<file path="src/hw/motion_pkg.sv">
package motion_pkg;

    // horizontal pixel position of one player
    typedef logic [11:0] xpos_t;

    // movement FSM of one player
    typedef enum logic [1:0] {
        IDLE  = 2'd0,  // standing still
        RIGHT = 2'd1,  // facing or walking right
        LEFT  = 2'd2   // facing or walking left
    } player_state_t;

    // word address inside the status bank
    typedef logic [1:0] wb_addr_t;

    // wishbone data word
    typedef logic [15:0] wb_data_t;

    // frames seen since reset, wraps
    typedef logic [15:0] frame_cnt_t;

endpackage

</file>
<file path="src/hw/move_if.sv">
`timescale 1ns/1ps

interface move_if;

    logic       tick;       // one-cycle pulse per frame
    logic [1:0] go_right;   // bit per player
    logic [1:0] go_left;    // never set together with go_right
    logic       gate_open;  // shared gate button

    // direction and gate values hold from one tick to the next
    modport decoder (
        output tick,
        output go_right,
        output go_left,
        output gate_open
    );

    modport mover (
        input tick,
        input go_right,
        input go_left,
        input gate_open
    );

endinterface

</file>
<file path="src/hw/move_decode.sv">
`timescale 1ns/1ps

module move_decode (
    input  logic       clk,
    input  logic       rst,
    input  logic       v_tick,
    input  logic [1:0] m_left,
    input  logic [1:0] m_right,
    input  logic [1:0] button_pressed,
    move_if.decoder    mv
);

    logic       v_tick_q;     // sampled frame input
    logic       v_tick_prev;  // previous sample, for edge detect
    logic [1:0] m_left_q;
    logic [1:0] m_right_q;
    logic [1:0] button_q;
    logic       frame_rise;

    logic       tick_r;
    logic [1:0] go_right_r;
    logic [1:0] go_left_r;
    logic       gate_open_r;

    // input samples, aligned with v_tick_q
    always_ff @(posedge clk) begin
        m_left_q  <= m_left;
        m_right_q <= m_right;
        button_q  <= button_pressed;
    end

    assign frame_rise = v_tick_q && !v_tick_prev;

    always_ff @(posedge clk) begin
        if (rst) begin
            v_tick_q    <= 1'b0;
            v_tick_prev <= 1'b0;
            tick_r      <= 1'b0;
            go_right_r  <= '0;
            go_left_r   <= '0;
            gate_open_r <= 1'b0;
        end else begin
            v_tick_q    <= v_tick;
            v_tick_prev <= v_tick_q;
            tick_r      <= frame_rise;
            if (frame_rise) begin
                // right wins when both are pressed
                go_right_r  <= m_right_q;
                go_left_r   <= m_left_q & ~m_right_q;
                gate_open_r <= |button_q;   // either button opens the gate
            end
        end
    end

    assign mv.tick      = tick_r;
    assign mv.go_right  = go_right_r;
    assign mv.go_left   = go_left_r;
    assign mv.gate_open = gate_open_r;

endmodule

</file>
<file path="src/hw/player_ctl_top.sv">
`timescale 1ns/1ps

module player_ctl_top #(
    parameter int gate_left    = 310,
    parameter int gate_right   = 450,
    parameter int screen_right = 660,
    parameter int start_x_p1   = 500,
    parameter int start_x_p2   = 100
) (
    input  logic                 clk,
    input  logic                 rst,
    input  logic                 v_tick,
    input  logic [1:0]           m_left,
    input  logic [1:0]           m_right,
    input  logic [1:0]           button_pressed,
    input  logic                 cyc,
    input  logic                 stb,
    input  logic                 we,
    input  motion_pkg::wb_addr_t adr,
    input  motion_pkg::wb_data_t dat_i,
    output motion_pkg::wb_data_t dat_o,
    output logic                 ack
);

    import motion_pkg::*;

    xpos_t         xpos_p1;
    xpos_t         xpos_p2;
    player_state_t state_p1;
    player_state_t state_p2;

    move_if mv_bus ();  // per-frame move command

    move_decode move_decode_inst (
        .clk            (clk),
        .rst            (rst),
        .v_tick         (v_tick),
        .m_left         (m_left),
        .m_right        (m_right),
        .button_pressed (button_pressed),
        .mv             (mv_bus.decoder)
    );

    player_motion #(
        .player_idx   (0),
        .start_x      (start_x_p1),
        .gate_left    (gate_left),
        .gate_right   (gate_right),
        .screen_right (screen_right)
    ) player_motion_p1 (
        .clk   (clk),
        .rst   (rst),
        .mv    (mv_bus.mover),
        .xpos  (xpos_p1),
        .state (state_p1)
    );

    player_motion #(
        .player_idx   (1),
        .start_x      (start_x_p2),
        .gate_left    (gate_left),
        .gate_right   (gate_right),
        .screen_right (screen_right)
    ) player_motion_p2 (
        .clk   (clk),
        .rst   (rst),
        .mv    (mv_bus.mover),
        .xpos  (xpos_p2),
        .state (state_p2)
    );

    // frame count follows the same tick as the movers
    wb_status_regs wb_status_regs_inst (
        .clk      (clk),
        .rst      (rst),
        .tick     (mv_bus.tick),
        .xpos_p1  (xpos_p1),
        .xpos_p2  (xpos_p2),
        .state_p1 (state_p1),
        .state_p2 (state_p2),
        .cyc      (cyc),
        .stb      (stb),
        .we       (we),
        .adr      (adr),
        .dat_i    (dat_i),
        .dat_o    (dat_o),
        .ack      (ack)
    );

endmodule

</file>
<file path="src/hw/player_motion.sv">
`timescale 1ns/1ps

module player_motion #(
    parameter int player_idx   = 0,
    parameter int start_x      = 500,
    parameter int gate_left    = 310,
    parameter int gate_right   = 450,
    parameter int screen_right = 660
) (
    input  logic                      clk,
    input  logic                      rst,
    move_if.mover                     mv,
    output motion_pkg::xpos_t         xpos,
    output motion_pkg::player_state_t state
);

    import motion_pkg::*;

    localparam xpos_t gate_lo   = xpos_t'(gate_left);
    localparam xpos_t gate_hi   = xpos_t'(gate_right);
    localparam xpos_t x_max     = xpos_t'(screen_right);
    localparam xpos_t x_initial = xpos_t'(start_x);

    logic          go_r;
    logic          go_l;
    xpos_t         dest_r;
    xpos_t         dest_l;
    logic          step_r_ok;
    logic          step_l_ok;
    xpos_t         xpos_nxt;
    player_state_t state_nxt;

    function automatic logic in_gate(input xpos_t x);
        return (x >= gate_lo) && (x <= gate_hi);
    endfunction

    // closed gate stops entry, but never stops a player already inside
    function automatic logic gate_blocks(input xpos_t dest, input xpos_t cur,
                                         input logic open);
        return !open && in_gate(dest) && !in_gate(cur);
    endfunction

    assign go_r = mv.go_right[player_idx];
    assign go_l = mv.go_left[player_idx];

    assign dest_r = xpos + 1'b1;
    assign dest_l = xpos - 1'b1;

    assign step_r_ok = (dest_r <= x_max) && !gate_blocks(dest_r, xpos, mv.gate_open);
    assign step_l_ok = (xpos != '0) && !gate_blocks(dest_l, xpos, mv.gate_open);

    always_comb begin
        state_nxt = state;
        xpos_nxt  = xpos;
        case (state)
            IDLE: begin
                // first tick only turns the player
                if (go_r) begin
                    state_nxt = RIGHT;
                end else if (go_l) begin
                    state_nxt = LEFT;
                end
            end
            RIGHT: begin
                if (go_r) begin
                    if (step_r_ok) begin
                        xpos_nxt = dest_r;
                    end
                end else begin
                    state_nxt = IDLE;  // released or reversed
                end
            end
            LEFT: begin
                if (go_l) begin
                    if (step_l_ok) begin
                        xpos_nxt = dest_l;
                    end
                end else begin
                    state_nxt = IDLE;
                end
            end
            default: begin
                state_nxt = IDLE;
            end
        endcase
    end

    always_ff @(posedge clk) begin
        if (rst) begin
            state <= IDLE;
            xpos  <= x_initial;
        end else if (mv.tick) begin  // one update per frame
            state <= state_nxt;
            xpos  <= xpos_nxt;
        end
    end

endmodule

</file>
<file path="src/hw/wb_status_regs.sv">
`timescale 1ns/1ps

module wb_status_regs (
    input  logic                      clk,
    input  logic                      rst,
    input  logic                      tick,
    input  motion_pkg::xpos_t         xpos_p1,
    input  motion_pkg::xpos_t         xpos_p2,
    input  motion_pkg::player_state_t state_p1,
    input  motion_pkg::player_state_t state_p2,
    input  logic                      cyc,
    input  logic                      stb,
    input  logic                      we,
    input  motion_pkg::wb_addr_t      adr,
    input  motion_pkg::wb_data_t      dat_i,
    output motion_pkg::wb_data_t      dat_o,
    output logic                      ack
);

    import motion_pkg::*;

    frame_cnt_t frame_cnt;
    wb_data_t   rd_data;
    logic       req;

    // new request only while no ack is pending
    assign req = cyc && stb && !ack;

    always_ff @(posedge clk) begin
        if (rst) begin
            frame_cnt <= '0;
        end else if (tick) begin
            frame_cnt <= frame_cnt + 1'b1;  // wraps at 16 bits
        end
    end

    always_comb begin
        case (adr)
            2'd0:    rd_data = wb_data_t'(xpos_p1);
            2'd1:    rd_data = wb_data_t'(xpos_p2);
            2'd2:    rd_data = {12'd0, state_p2, state_p1};
            default: rd_data = wb_data_t'(frame_cnt);
        endcase
    end

    always_ff @(posedge clk) begin
        if (rst) begin
            ack <= 1'b0;
        end else begin
            ack <= req;  // one-cycle ack, writes included
        end
    end

    // read data valid together with ack
    always_ff @(posedge clk) begin
        if (req && !we) begin
            dat_o <= rd_data;
        end
    end

endmodule

</file>
<file path="config.mk">
export PLATFORM = sky130hd
export DESIGN_NAME = player_ctl_top
export DESIGN_NICKNAME = d
export VERILOG_FILES = /design/src/hw/motion_pkg.sv /design/src/hw/move_if.sv /design/src/hw/move_decode.sv /design/src/hw/player_ctl_top.sv /design/src/hw/player_motion.sv /design/src/hw/wb_status_regs.sv
export SDC_FILE = /design/constraint.sdc
export NUM_CORES = 1
export LEC_CHECK = 0
export BUFFER_PORTS_ARGS = -buffer_cell sky130_fd_sc_hd__buf_2
export CELL_PAD_IN_SITES_DETAIL_PLACEMENT = 1
export CELL_PAD_IN_SITES_GLOBAL_PLACEMENT = 1
export CORE_ASPECT_RATIO = 0.8
export CORE_UTILIZATION = 40
export DETAILED_ROUTE_END_ITERATION = 12
export GPL_TIMING_DRIVEN = 0
export HOLD_SLACK_MARGIN = 0.05
export PLACE_DENSITY_LB_ADDON = 0.1
export REMOVE_ABC_BUFFERS = 1
export SLEW_MARGIN = 40
export SYNTH_ARGS = -nofsm -noshare
export SYNTH_HDL_FRONTEND = slang
export SYNTH_SLANG_ARGS = --single-unit
</file>
<file path="constraint.sdc">
create_clock -name clk -period 2.67 [get_ports clk]
set_input_delay 0.267 -clock clk [delete_from_list [all_inputs] [get_ports clk]]
set_output_delay 0.267 -clock clk [all_outputs]
set_load 0.02 [all_outputs]
</file>
* After elaboration in Yosys (flattened, before gate mapping)
Index checks and enable logic that the tools add are counted.
W data, S select, Z words.
** Word-level totals
- Register bits :: 75
- Bits in latches :: 0
- Bits in writable memories :: 0
- Memory bits (read-only) :: 0
- Bits of input ports :: 30
- Output and inout port bits :: 17
- Logic and storage cells :: 122
- Memories :: 0
** Operators by class
- Add/sub/neg operators :: 5
- $mul :: 0
- Div/mod/pow operators :: 0
- Magnitude comparators :: 14
- Eq/ne operators :: 20
- Shift-type cells :: 0
- Mux-type cells :: 21
- Bitwise logic cells :: 2
- Reductions and logical operators :: 44
** Operators by type and width (count)
- $mux W12 :: 8
- $ge A12 B9 Y1 const B :: 6
- $le A12 B9 Y1 const B :: 6
- $pmux W12 S2 :: 2
- $pmux W16 S3 :: 1
- $add A12 B1 Y12 const B :: 2
- $le A12 B10 Y1 const B :: 2
- $reduce_bool A12 Y1 :: 2
- $sub A12 B1 Y12 const B :: 2
- $logic_and A1 B1 Y1 :: 22
- $add A16 B1 Y16 const B :: 1
- $mux W2 :: 8
- $ne A2 B2 Y1 const B :: 8
- $pmux W2 S3 :: 2
- $reduce_and A6 Y1 :: 2
- $logic_not A1 Y1 :: 10
- $ne A2 B1 Y1 const B :: 4
- $reduce_and A4 Y1 :: 2
- $eq A2 B1 Y1 const B :: 3
- $eq A2 B2 Y1 const B :: 3
- $logic_not A2 Y1 :: 3
- $ne A3 B3 Y1 const B :: 2
- $reduce_bool A2 Y1 :: 2
- $and A2 B2 Y2 :: 1
- other kinds (2) :: 2

* Depth between registers and ports, before layout
Gate-level depths: netlist of run 1.
- Depth in word-level cells :: 10
- Depth in mapped cells :: 13
- Mapped depth without buffers :: 10

* By module
Synthesis of run 1 repeated with hierarchy kept, for this count alone.
** Second synthesis, totals
- Cells, all modules :: 661
- Area total of the unflattened synthesis :: 5450.2 µm²
** Modules (own cells, without submodules)
- player_motion at player_motion_p2 :: instances 1, cells an instance 239, area an instance 1762.9 µm², sequential area each 280.3 µm²
- player_motion at player_motion_p1 :: instances 1, cells an instance 247, area an instance 1746.7 µm², sequential area each 280.3 µm²
- wb_status_regs :: instances 1, cells an instance 141, area an instance 1552.7 µm², sequential area each 820.8 µm²
- move_decode :: instances 1, cells an instance 34, area an instance 387.9 µm², sequential area each 280.3 µm²

* Worst setup path after synthesis of run 1
Ideal clock, no wire load.
- Kind :: reg2reg
- Start point :: register player_motion_p2.xpos[0]
- End point :: register player_motion_p2.xpos[9]
- Setup time :: 0.123 ns
- Arrival time :: 2.687 ns
- Data required time :: 2.547 ns
- Path slack :: -0.141 ns
- Stages on the path, launching flop included :: 13
- Path buffers :: 2
- Period minus slack after synthesis :: 2.811 ns
- Path through :: dfxtp_1 -> clkbuf_1 -> inv_1 -> ha_1 -> nand2b_1 -> a21boi_0 -> o21ai_0 -> a21bo_2 -> a2111o_1 -> o211a_1 -> buf_6 -> o21ai_1 -> mux2_1
** Between the ends
- Cells in the longest elaborated chain, start to end :: 9
- Elaborated cells on any way between the ends :: 30
- Classes of those cells :: add/sub (2); order compare (7); eq/ne (2); mux (5); reduce/logical (14)
** Ends and longest elaborated chain
- from (decl) :: RTL line player_motion.sv:13 : output motion_pkg::xpos_t xpos,
- from (signal assigned) :: RTL line player_motion.sv:91 : xpos <= x_initial;
- from (signal assigned) :: RTL line player_motion.sv:94 : xpos <= xpos_nxt;
- $sub A12 B1 Y12 or $add A12 B1 Y12 (tied branches) :: RTL line player_motion.sv:47, player_motion.sv:46
- $ge A12 B9 Y1 or $le A12 B9 Y1 (tied branches) :: RTL line player_motion.sv:34 : return (x >= gate_lo) && (x <= gate_hi);
- $logic_and A1 B1 Y1 :: RTL line player_motion.sv:34
- $logic_and A1 B1 Y1 (2 in a row) :: RTL line player_motion.sv:40 : return !open && in_gate(dest) && !in_gate(cur);
- $logic_not A1 Y1, on equally long branches :: RTL line player_motion.sv:50, player_motion.sv:49
- $logic_and A1 B1 Y1, on equally long branches :: RTL line player_motion.sv:50, player_motion.sv:49
- $ne A2 B1 Y1 (no line)
- $reduce_and A6 Y1 (no line)
Several ways; a longest one is shown, not always the timed one. The select of a mux whose other input is x is not followed.
A chain may end at the register's enable or synchronous reset.

* Worst setup path after layout of run 1
- Start point :: register player_motion_p2.xpos[1]
- End point :: register player_motion_p2.xpos[5]
Same word-level chain as after synthesis.

==> flow_summary.json, run 1 <==
{
  "fin_crit_ns": 2.664,
  "viasPerCell": 6.291,
  "drtIter0Drc": 445,
  "nets": 760,
  "wirelength_met1_mm": 9.192,
  "fmax_ghz": 0.3754,
  "fin_ws_ns": 0.006066,
  "coreArea_um2": 13010,
  "post-route-drc-count": 0,
  "dieArea_um2": 13970,
  "start_kind": "flip-flop",
  "slew_violations": 0,
  "cap_violations": 0,
  "cts_buffers": 9,
  "yosys-top-cells-count": "60 x nand2_1, 59 x dfxtp_1, 56 x nor2_1",
  "cts.reportedPaths.clkPinSlew_ns": 0.06,
  "rsz0062_at_grt": "yes",
  "drt_wl_total_mm": 19.53,
  "clock_latency_ns": 0.34,
  "row_count": 37,
  "status": "finished, final reports clean",
  "vias": 5656,
  "wl_met3_mm": 1.293,
  "grt-ovfl-total": 0,
  "drtPass1Iterations": 5,
  "cts_htree_levels": 3,
  "final_core_util": 0.5261,
  "cp_slowest_cell": "dfxtp_4",
  "fin_skew_ns": 0.005270,
  "yosysTopAreaCell": "dfxtp_1",
  "ys_seq_area_frac": 0.3077,
  "grt_pass1_wl_mm": 29.57,
  "die_x_um": 131.9,
  "ys.flop_type": "dfxtp_1",
  "grt_pass1_vias": 5243,
  "diodes": 0,
  "hold_slack_ns": 0.1401,
  "worstPathRequired_ns": 2.88,
  "async_flop_share": 0,
  "place_hpwl_mm": 11.88,
  "synth_edf_count": 16,
  "cts_sinks": 75,
  "worstPathArrival_ns": 2.87,
  "cp_max_fo": 11,
  "ir_drop_uv": 504.3,
  "ant_nets": 0,
  "gp_congestion": 0.8777,
  "synth_most_common_cell": "nand2_1",
  "grt_start_max_net_pins": 52,
  "worstPathCellList": "clkinvlp_4 -> ha_4 -> nor2b_4 -> mux2i_2 -> o31ai_4 -> o32ai_2 -> o21a_1 -> o211a_4 -> buf_6 -> mux2i_1 -> a21oi_1",
  "power.leakage_nw": 2.334,
  "avgSynthCellArea_um2": 7.941,
  "synth.area.top_cells": "dfxtp_1 22%, edfxtp_1 8.9%, nand2_1 4.2%",
  "syn_to_final_growth_pct": 26.74,
  "ios": 47,
  "worstSetupEndpointType": "flip-flop",
  "wire_per_inst_um": 21.72,
  "track_usage": 0.2707,
  "die_h_um": 105.9,
  "power_density_nw_per_um2": 386.3,
  "synth_top_area_frac": 0.2187,
  "cts_root_buf": "clkbuf_16",
  "worstSetupPathType": "flip-flop to flip-flop",
  "synth_cell_types": 79,
  "min_path_type": "input pin to flip-flop",
  "top_layer_used": "met4",
  "syn-cell-area_um2": 5400,
  "cpPeakStageDelay_ns": 0.37,
  "drive_gt1_frac": 0.2928,
  "worst_slew_pin_slew_ns": 0.7301,
  "start_util": 0.4151,
  "final_hold_viol_count": 0,
  "fin_crit_sh": 0.9977,
  "cts_tree": "built",
  "ys.warnings.count": 0,
  "total_power_mw": 2.644,
  "slew_headroom": 0.5123,
  "synth_seq_cells": 75,
  "syn_inst": 680,
  "antenna_found_initial": 0,
  "met2WireLength_mm": 8.766,
  "clock_path_buffers": 2,
  "dp_slack_ns": -1.412,
  "port_buffers": 30,
  "setup_violations": 0
}
==> report_power, final <==
part           internal, mW  switching, mW  total, mW
combinational        0.0569         0.0928      0.150
sequential             1.16         0.0318       1.20
clock                 0.807          0.491       1.30
total                  2.03          0.615       2.64
==> worst max-delay path: cells and delay by family (launching register included) <==
family,cells,cell delay [ns]
AOI/OAI and AO/OA,5,0.93
adders and majority gates,1,0.23
buffers and inverters,2,0.27
DFF,1,0.37
muxes,2,0.50
and+or+nand+nor,1,0.22
==> registers in the layout, indices dropped and copies added, names as in the netlist, 2 cells and up <==
signal / cells
move_decode_inst.mv.go_right: 2
wb_status_regs_inst.dat_o: 16
player_motion_p2.xpos: 12
move_decode_inst.m_right_q: 2
move_decode_inst.mv.go_left: 2
player_motion_p1.state: 2
move_decode_inst.button_q: 2
move_decode_inst.m_left_q: 2
player_motion_p2.state: 2
player_motion_p1.xpos: 12
wb_status_regs_inst.frame_cnt: 16
==> layer usage <==
| layer | up-vias | global-route usage |
|---|---|---|
| li1 | 2595 | - |
| met1 | 2829 | 0.3873 |
| met2 | 207 | 0.4191 |
| met3 | 25 | 0.05007 |
| met4 | 0 | 0.06478 |
| met5 | - | 0 |
==> repair_timing <==
action / 4_1_cts / 5_1_grt
hold endpoints to repair: 6 / 0
gates resized for setup: 59 / 83
cloned: 3 / 1
pin swaps: 4 / 42
hold buffers: 6 / 0
setup endpoints to repair: 24 / 24
setup buffers: 21 / 33
==> cells in the final DEF, fill, tap and decap left out, drive strengths merged, types with 7 or more instances in the layout <==
cell type,netlist,routed
nand3,26,26
xor2,10,10
nand4,15,15
nor4,10,10
o31ai,8,8
nand3b,8,8
buf,28,84
nor2,57,57
a21oi,40,40
xnor2,18,18
and2,8,8
a211oi,11,11
ha,11,11
dfxtp,59,59
nand2,60,60
edfxtp,16,16
nor3,16,16
a31oi,10,10
nand2b,11,11
o211ai,7,7
and3,19,19
nor2b,14,14
inv,15,13
mux2i,14,14
o21ai,47,47
clkbuf,38,11
or3,14,14
==> kinds of logic (layout without fill, tap and decap cells) <==
| logic type | count (synthesis) | in the layout | share of synthesized area |
|---|---|---|---|
| AND/OR/NAND/NOR | 277 | 280 | 0.2736 |
| buffers and inverters | 82 | 122 | 0.06881 |
| XOR/XNOR | 28 | 28 | 0.04541 |
| adder cells (fa/ha/maj) | 11 | 11 | 0.02549 |
| multiplexers | 21 | 21 | 0.04958 |
| AO/OA/AOI/OAI | 186 | 187 | 0.2294 |
| flip-flops | 75 | 75 | 0.3077 |
==> final timing paths <==
kind,start,endpoint,slack [ns],cells after the start
setup / recovery,player_motion_p2.xpos[1],player_motion_p2.xpos[5],0.006,11
hold / removal,v_tick,move_decode_inst.v_tick_q,0.14,2
setup reg to reg,player_motion_p2.xpos[1],player_motion_p2.xpos[5],0.006,11
hold reg to reg,move_decode_inst.v_tick_prev,move_decode_inst.mv.tick,0.45,1
==> through the flow <==
stage               cell area, um^2  std cells  TNS (ns)
CTS                            6261        865         0
detailed placement             5465        819    -25.43
finish                         6844        899         0
floorplan                      5089        614    -3.693
global placement               5458        819    -23.75
global route                   6844        899   -0.6633
==> cell type report <==
cell class | count | area (um^2)
Clock buffer | 11 | 264.0
Fill cell | 1519 | 6165
Tap cell | 175 | 219.0
Inverter | 16 | 77.57
Multi-Input combinational cell | 527 | 3829
Timing Repair Buffer | 90 | 671.9
Sequential cell | 75 | 1727
Clock inverter | 5 | 56.30
Note: power is estimated with default switching activity, not from simulation.
==> run 2: changes to the inputs <==
Settings changed: CTS_BUF_LIST set to sky130_fd_sc_hd__clkbuf_8.
==> flow_summary.json, run 2 (synthesis gave the netlist of run 1 again) <==
{
  "cts_root_buf": "clkbuf_8",
  "die_h_um": 105.9,
  "worstPathCellList": "nand2b_2 -> or4_1 -> o311a_1 -> o21a_1 -> o211a_4 -> o21ai_2 -> mux2_4",
  "status": "complete, but fails checks",
  "rsz0062_at_grt": "yes",
  "regArea_um2": 1725,
  "reg.largest.list": "wb_status_regs_inst.dat_o x16, wb_status_regs_inst.frame_cnt x16",
  "slew_violations": 0,
  "place_hpwl_mm": 11.88,
  "worst_slew_pin_slew_ns": 0.7164,
  "cp_slowest_cell": "or4_1",
  "die_x_um": 131.9,
  "vias": 5595,
  "clock_latency_ns": 0.36,
  "diodes": 0,
  "port_buffers": 30,
  "post-route-drc-count": 0,
  "cap_violations": 0,
  "intPower_mw": 1.771,
  "fmax_ghz": 0.3721,
  "final_cell_mix": "58 x nand2_1, 52 x nor2_1, 40 x dfxtp_1, 37 x buf_4",
  "nets": 750,
  "cts_buffers": 9,
  "ir_drop_uv": 357.8,
  "power_density_nw_per_um2": 357.6,
  "coreArea_um2": 13010,
  "total_power_mw": 2.351,
  "worstSetupPathType": "flip-flop to flip-flop",
  "worstSetupEndpointType": "flip-flop",
  "drtPass1Iterations": 5,
  "final_hold_viol_count": 0,
  "viasPerCell": 6.294,
  "grt_pass1_vias": 5268,
  "fin_ws_ns": -0.01765,
  "p_comb_frac": 0.062,
  "min_path_type": "input pin to flip-flop",
  "grt_start_max_net_pins": 52,
  "pwr-share-clk": 0.431,
  "drive_gt1_frac": 0.2633,
  "antenna_found_initial": 0,
  "swShare": 0.2469,
  "cts_tree": "built",
  "cp_max_fo": 12,
  "slew_headroom": 0.5214,
  "dieArea_um2": 13970,
  "drt_wl_total_mm": 19.20,
  "worstPathArrival_ns": 2.94,
  "multiInputGateArea_um2": 3726,
  "power.switching_mw": 0.5804,
  "power.leakage_nw": 2.220,
  "fin_skew_ns": 0.009096,
  "cts_htree_levels": 3,
  "tns_ns": -0.01765,
  "cpPeakStageDelay_ns": 0.57,
  "fin_crit_sh": 1.007,
  "fill_cells": 1541,
  "track_usage": 0.2697,
  "cts_sinks": 75,
  "cts.reportedPaths.clkPinSlew_ns": 0.09,
  "layout_commonest_cell": "nand2_1",
  "gp_congestion": 0.8777,
  "violations": "negative setup slack",
  "grt_pass1_wl_mm": 29.49,
  "grt-ovfl-total": 0,
  "ios": 47,
  "dp_slack_ns": -1.412,
  "seqPwrFrac": 0.508,
  "row_count": 37,
  "start_util": 0.4151,
  "worstPathRequired_ns": 2.92,
  "setup_violations": 1,
  "start_kind": "flip-flop",
  "wire_per_inst_um": 21.60,
  "fin_crit_ns": 2.688,
  "ant_nets": 0,
  "clock_path_buffers": 2,
  "syn_to_final_growth_pct": 21.73,
  "drtIter0Drc": 469
}
run 2: cell count changes in the layout (fill, tap and decap cells not counted), sizes merged:
| cell | before | now |
|---|---|---|
| buf | 84 | 75 |
| bufinv | 1 | 2 |
| clkbuf | 11 | 10 |
| nand4b | 6 | 5 |
run 2: final timing paths:
path,to,start,slack [ns],depth (start not counted)
min reg2reg,move_decode_inst.mv.tick,move_decode_inst.v_tick_prev,0.45,1
max,player_motion_p2.xpos[9],player_motion_p2.state[1],-0.02,7
max reg2reg,player_motion_p2.xpos[9],player_motion_p2.state[1],-0.02,7
min,move_decode_inst.v_tick_q,v_tick,0.12,2
run 2: routing by layer:
metal	vias to the layer above	global-route usage	part of all wire	wire (um)
met5	-	0	0	0
met4	0	0.06146	0.014	262
met3	22	0.04340	0.056	1085
met2	194	0.4237	0.45	8708
met1	2799	0.3862	0.48	9148
li1	2580	-	-	-
run 2: power groups by stage:
stage          clock network (mW)  registers, mW  logic [mW]
2_1_floorplan                   0           1.23      0.0632
3_3_place_gp                    0           1.23       0.124
3_5_place_dp                    0           1.23       0.130
4_1_cts                      1.03           1.20       0.138
5_1_grt                      1.07           1.20       0.156
6_report                     1.01           1.19       0.145
run 2: critical path: cells and delay by family (launching register included):
kind	cells	cell delay, ns
AOI/OAI and AO/OA	4	0.89
and+or+nand+nor	2	0.81
DFF	1	0.56
muxes	1	0.31
run 2: area by class of cell:
cell class                 count  area share
tap                          175     0.03331
multi-input combinational    526      0.5668
clock buffer                  10     0.02094
timing repair buffer          81     0.09155
clock inverter                 6     0.01313
sequential                    75      0.2625
inverter                      16     0.01180
run 2: timing repair:
item / 4_1_cts / 5_1_grt
hold buffers: 6 / 0
buffers inserted: 19 / 26
hold endpoints to repair: 6 / 0
gates cloned: 3 / 0
gates resized for setup: 63 / 53
endpoints found under the setup margin: 24 / 24
pin swaps: 4 / 30
run 2: metrics by stage:
stage / util / cells / instance area [um^2] / hold slack [ns]
floorplan: - / 614 / 5089 / 0.2947
global placement: 0.4195 / 819 / 5458 / 0.3709
detailed placement: 0.4201 / 819 / 5465 / 0.3720
CTS: 0.4743 / 863 / 6170 / 0.1059
global route: 0.5053 / 889 / 6574 / 0.1238
finish: 0.5053 / 889 / 6574 / 0.1191
==> run 3: changes to the inputs <==
Settings changed: SETUP_SLACK_MARGIN set to 0.02, SLEW_MARGIN 40 to unset.
==> flow_summary.json, run 3 (synthesis gave the netlist of run 1 again) <==
{
  "wire_per_inst_um": 22.33,
  "r2r_cells": 9,
  "fin_skew_ns": 0.007214,
  "coreArea_um2": 13010,
  "place_hpwl_mm": 11.93,
  "drtPass1Iterations": 5,
  "min_path_type": "input pin to flip-flop",
  "fill_cells": 1530,
  "cts_buffers": 9,
  "worst_slew_pin_slew_ns": 1.038,
  "final_cell_mix": "57 x nand2_1, 52 x buf_4, 51 x nor2_1, 39 x dfxtp_1, 33 x a21oi_1",
  "die_h_um": 105.9,
  "gp_congestion": 0.8777,
  "hold_path_end": "move_decode_inst.v_tick_q",
  "tns_ns": -0.9901,
  "drive_gt1_frac": 0.3139,
  "nets": 772,
  "start_kind": "flip-flop",
  "clock_latency_ns": 0.36,
  "finish.instance_area_um2": 6859,
  "slew_headroom": 0.3081,
  "reg2reg_slack_ns": -0.15,
  "clock_path_buffers": 2,
  "cp_slowest_cell": "dfxtp_4",
  "cts_htree_levels": 3,
  "grt_pass1_wl_mm": 29.74,
  "cts_sinks": 75,
  "final_hold_viol_count": 0,
  "die_x_um": 131.9,
  "dp_slack_ns": -1.380,
  "violations": "negative setup slack",
  "ant_nets": 0,
  "grt-ovfl-total": 0,
  "reg.largest.list": "wb_status_regs_inst.dat_o x16, wb_status_regs_inst.frame_cnt x16",
  "multiInputGateArea_um2": 3889,
  "layout_commonest_cell": "nand2_1",
  "cpPeakStageDelay_ns": 0.43,
  "row_count": 37,
  "power.leakage_nw": 2.340,
  "placed_cell_area_um2": 5458,
  "viasPerCell": 6.400,
  "post-route-drc-count": 0,
  "r2r-start": "player_motion_p1.xpos[3]",
  "worstPathArrival_ns": 3.10,
  "power_density_nw_per_um2": 309.5,
  "fin_crit_sh": 1.056,
  "worstPathRequired_ns": 2.95,
  "cap_violations": 0,
  "fmax_ghz": 0.3545,
  "status": "complete, but fails checks",
  "grt_start_max_net_pins": 52,
  "rsz0062_at_grt": "yes",
  "whs_path_depth": 2,
  "fin_cells": 911,
  "vias": 5830,
  "diodes": 0,
  "track_usage": 0.2725,
  "slew_violations": 0,
  "drtIter0Drc": 527,
  "regArea_um2": 1727,
  "worstPathCellList": "buf_6 -> or2_2 -> o21ai_0 -> a211oi_2 -> o311ai_2 -> buf_4 -> nand4b_4 -> or3_1 -> a21oi_2",
  "cpLargestDelayFamily": "compound AO/OA/AOI/OAI gates",
  "start_util": 0.4151,
  "antenna_found_initial": 0,
  "fin_crit_ns": 2.821,
  "grt_pass1_vias": 5336,
  "dp_cells": 819,
  "cts_root_buf": "clkbuf_8",
  "fin_ws_ns": -0.1505,
  "port_buffers": 30,
  "ios": 47,
  "min-delay-start": "v_tick",
  "ir_drop_uv": 238.9,
  "worstSetupEndpointType": "flip-flop",
  "cp_max_fo": 14,
  "syn_to_final_growth_pct": 27.02,
  "cts_tree": "built",
  "worstSetupPathType": "flip-flop to flip-flop",
  "timing.rr.end": "player_motion_p1.xpos[3]",
  "dieArea_um2": 13970,
  "drt_wl_total_mm": 20.34,
  "path_buf_inv": 2,
  "setup_violations": 13,
  "cts.reportedPaths.clkPinSlew_ns": 0.08
}
[run 3: worst max-delay path by stage]
stage / startpoint / cells after the start / slack, ns / endpoint
2_1_floorplan: player_motion_p1.xpos[1] / 8 / -0.37 / player_motion_p1.xpos[9]
3_3_place_gp: player_motion_p1.xpos[1] / 8 / -1.28 / player_motion_p1.xpos[9]
3_5_place_dp: player_motion_p1.xpos[1] / 8 / -1.38 / player_motion_p1.xpos[9]
4_1_cts: player_motion_p1.xpos[2] / 8 / 0.01 / player_motion_p1.xpos[9]
5_1_grt: player_motion_p1.xpos[3] / 9 / -0.16 / player_motion_p1.xpos[3]
6_report: player_motion_p1.xpos[3] / 9 / -0.15 / player_motion_p1.xpos[3]
[run 3: repair_timing]
item	4_1_cts	5_1_grt
pin swaps	10	38
hold buffers	6	0
endpoints found under the setup margin	24	24
gates cloned	4	2
gates resized for setup	78	74
endpoints found under the hold margin	6	0
setup buffers	26	38
[run 3: power by group]
part	switching (mW)	leakage [nW]	internal [mW]	total (mW)
logic	0.0915	1.61	0.0545	0.146
registers	0.0307	0.636	1.16	1.19
clock network	0.449	0.0900	0.334	0.783
[run 3: layout make-up]
type / instances / area share
Timing Repair Buffer: 101 / 0.1149
Tap cell: 175 / 0.03192
Clock buffer: 9 / 0.01806
Inverter: 16 / 0.01040
Multi-Input combinational cell: 528 / 0.5669
Sequential cell: 75 / 0.2517
Clock inverter: 7 / 0.006020
[run 3: stage by stage]
step           power, mW  utilization  hold slack [ns]
2_1_floorplan      1.295            -           0.2947
3_3_place_gp       1.356       0.4195           0.3709
3_5_place_dp       1.362       0.4195           0.3714
4_1_cts            2.152       0.4795          0.09287
5_1_grt            2.219       0.5273           0.1104
6_report           2.123       0.5273           0.1110
[run 3: worst reg2reg max path, delay by kind of cell, from the launching register on]
family | cells | cell delay [ns]
AO/OA/AOI/OAI | 4 | 0.99
AND/OR/NAND/NOR | 3 | 0.95
flip-flops | 1 | 0.43
buffers and inverters | 2 | 0.38
[run 3: routing by layer]
| metal | up-vias | wire [um] | track usage |
|---|---|---|---|
| met1 | 2899 | 9356 | 0.3803 |
| met4 | 0 | 442 | 0.07392 |
| met3 | 41 | 1613 | 0.06581 |
| li1 | 2630 | - | - |
| met2 | 260 | 8929 | 0.4180 |
| met5 | - | 0 | 0 |
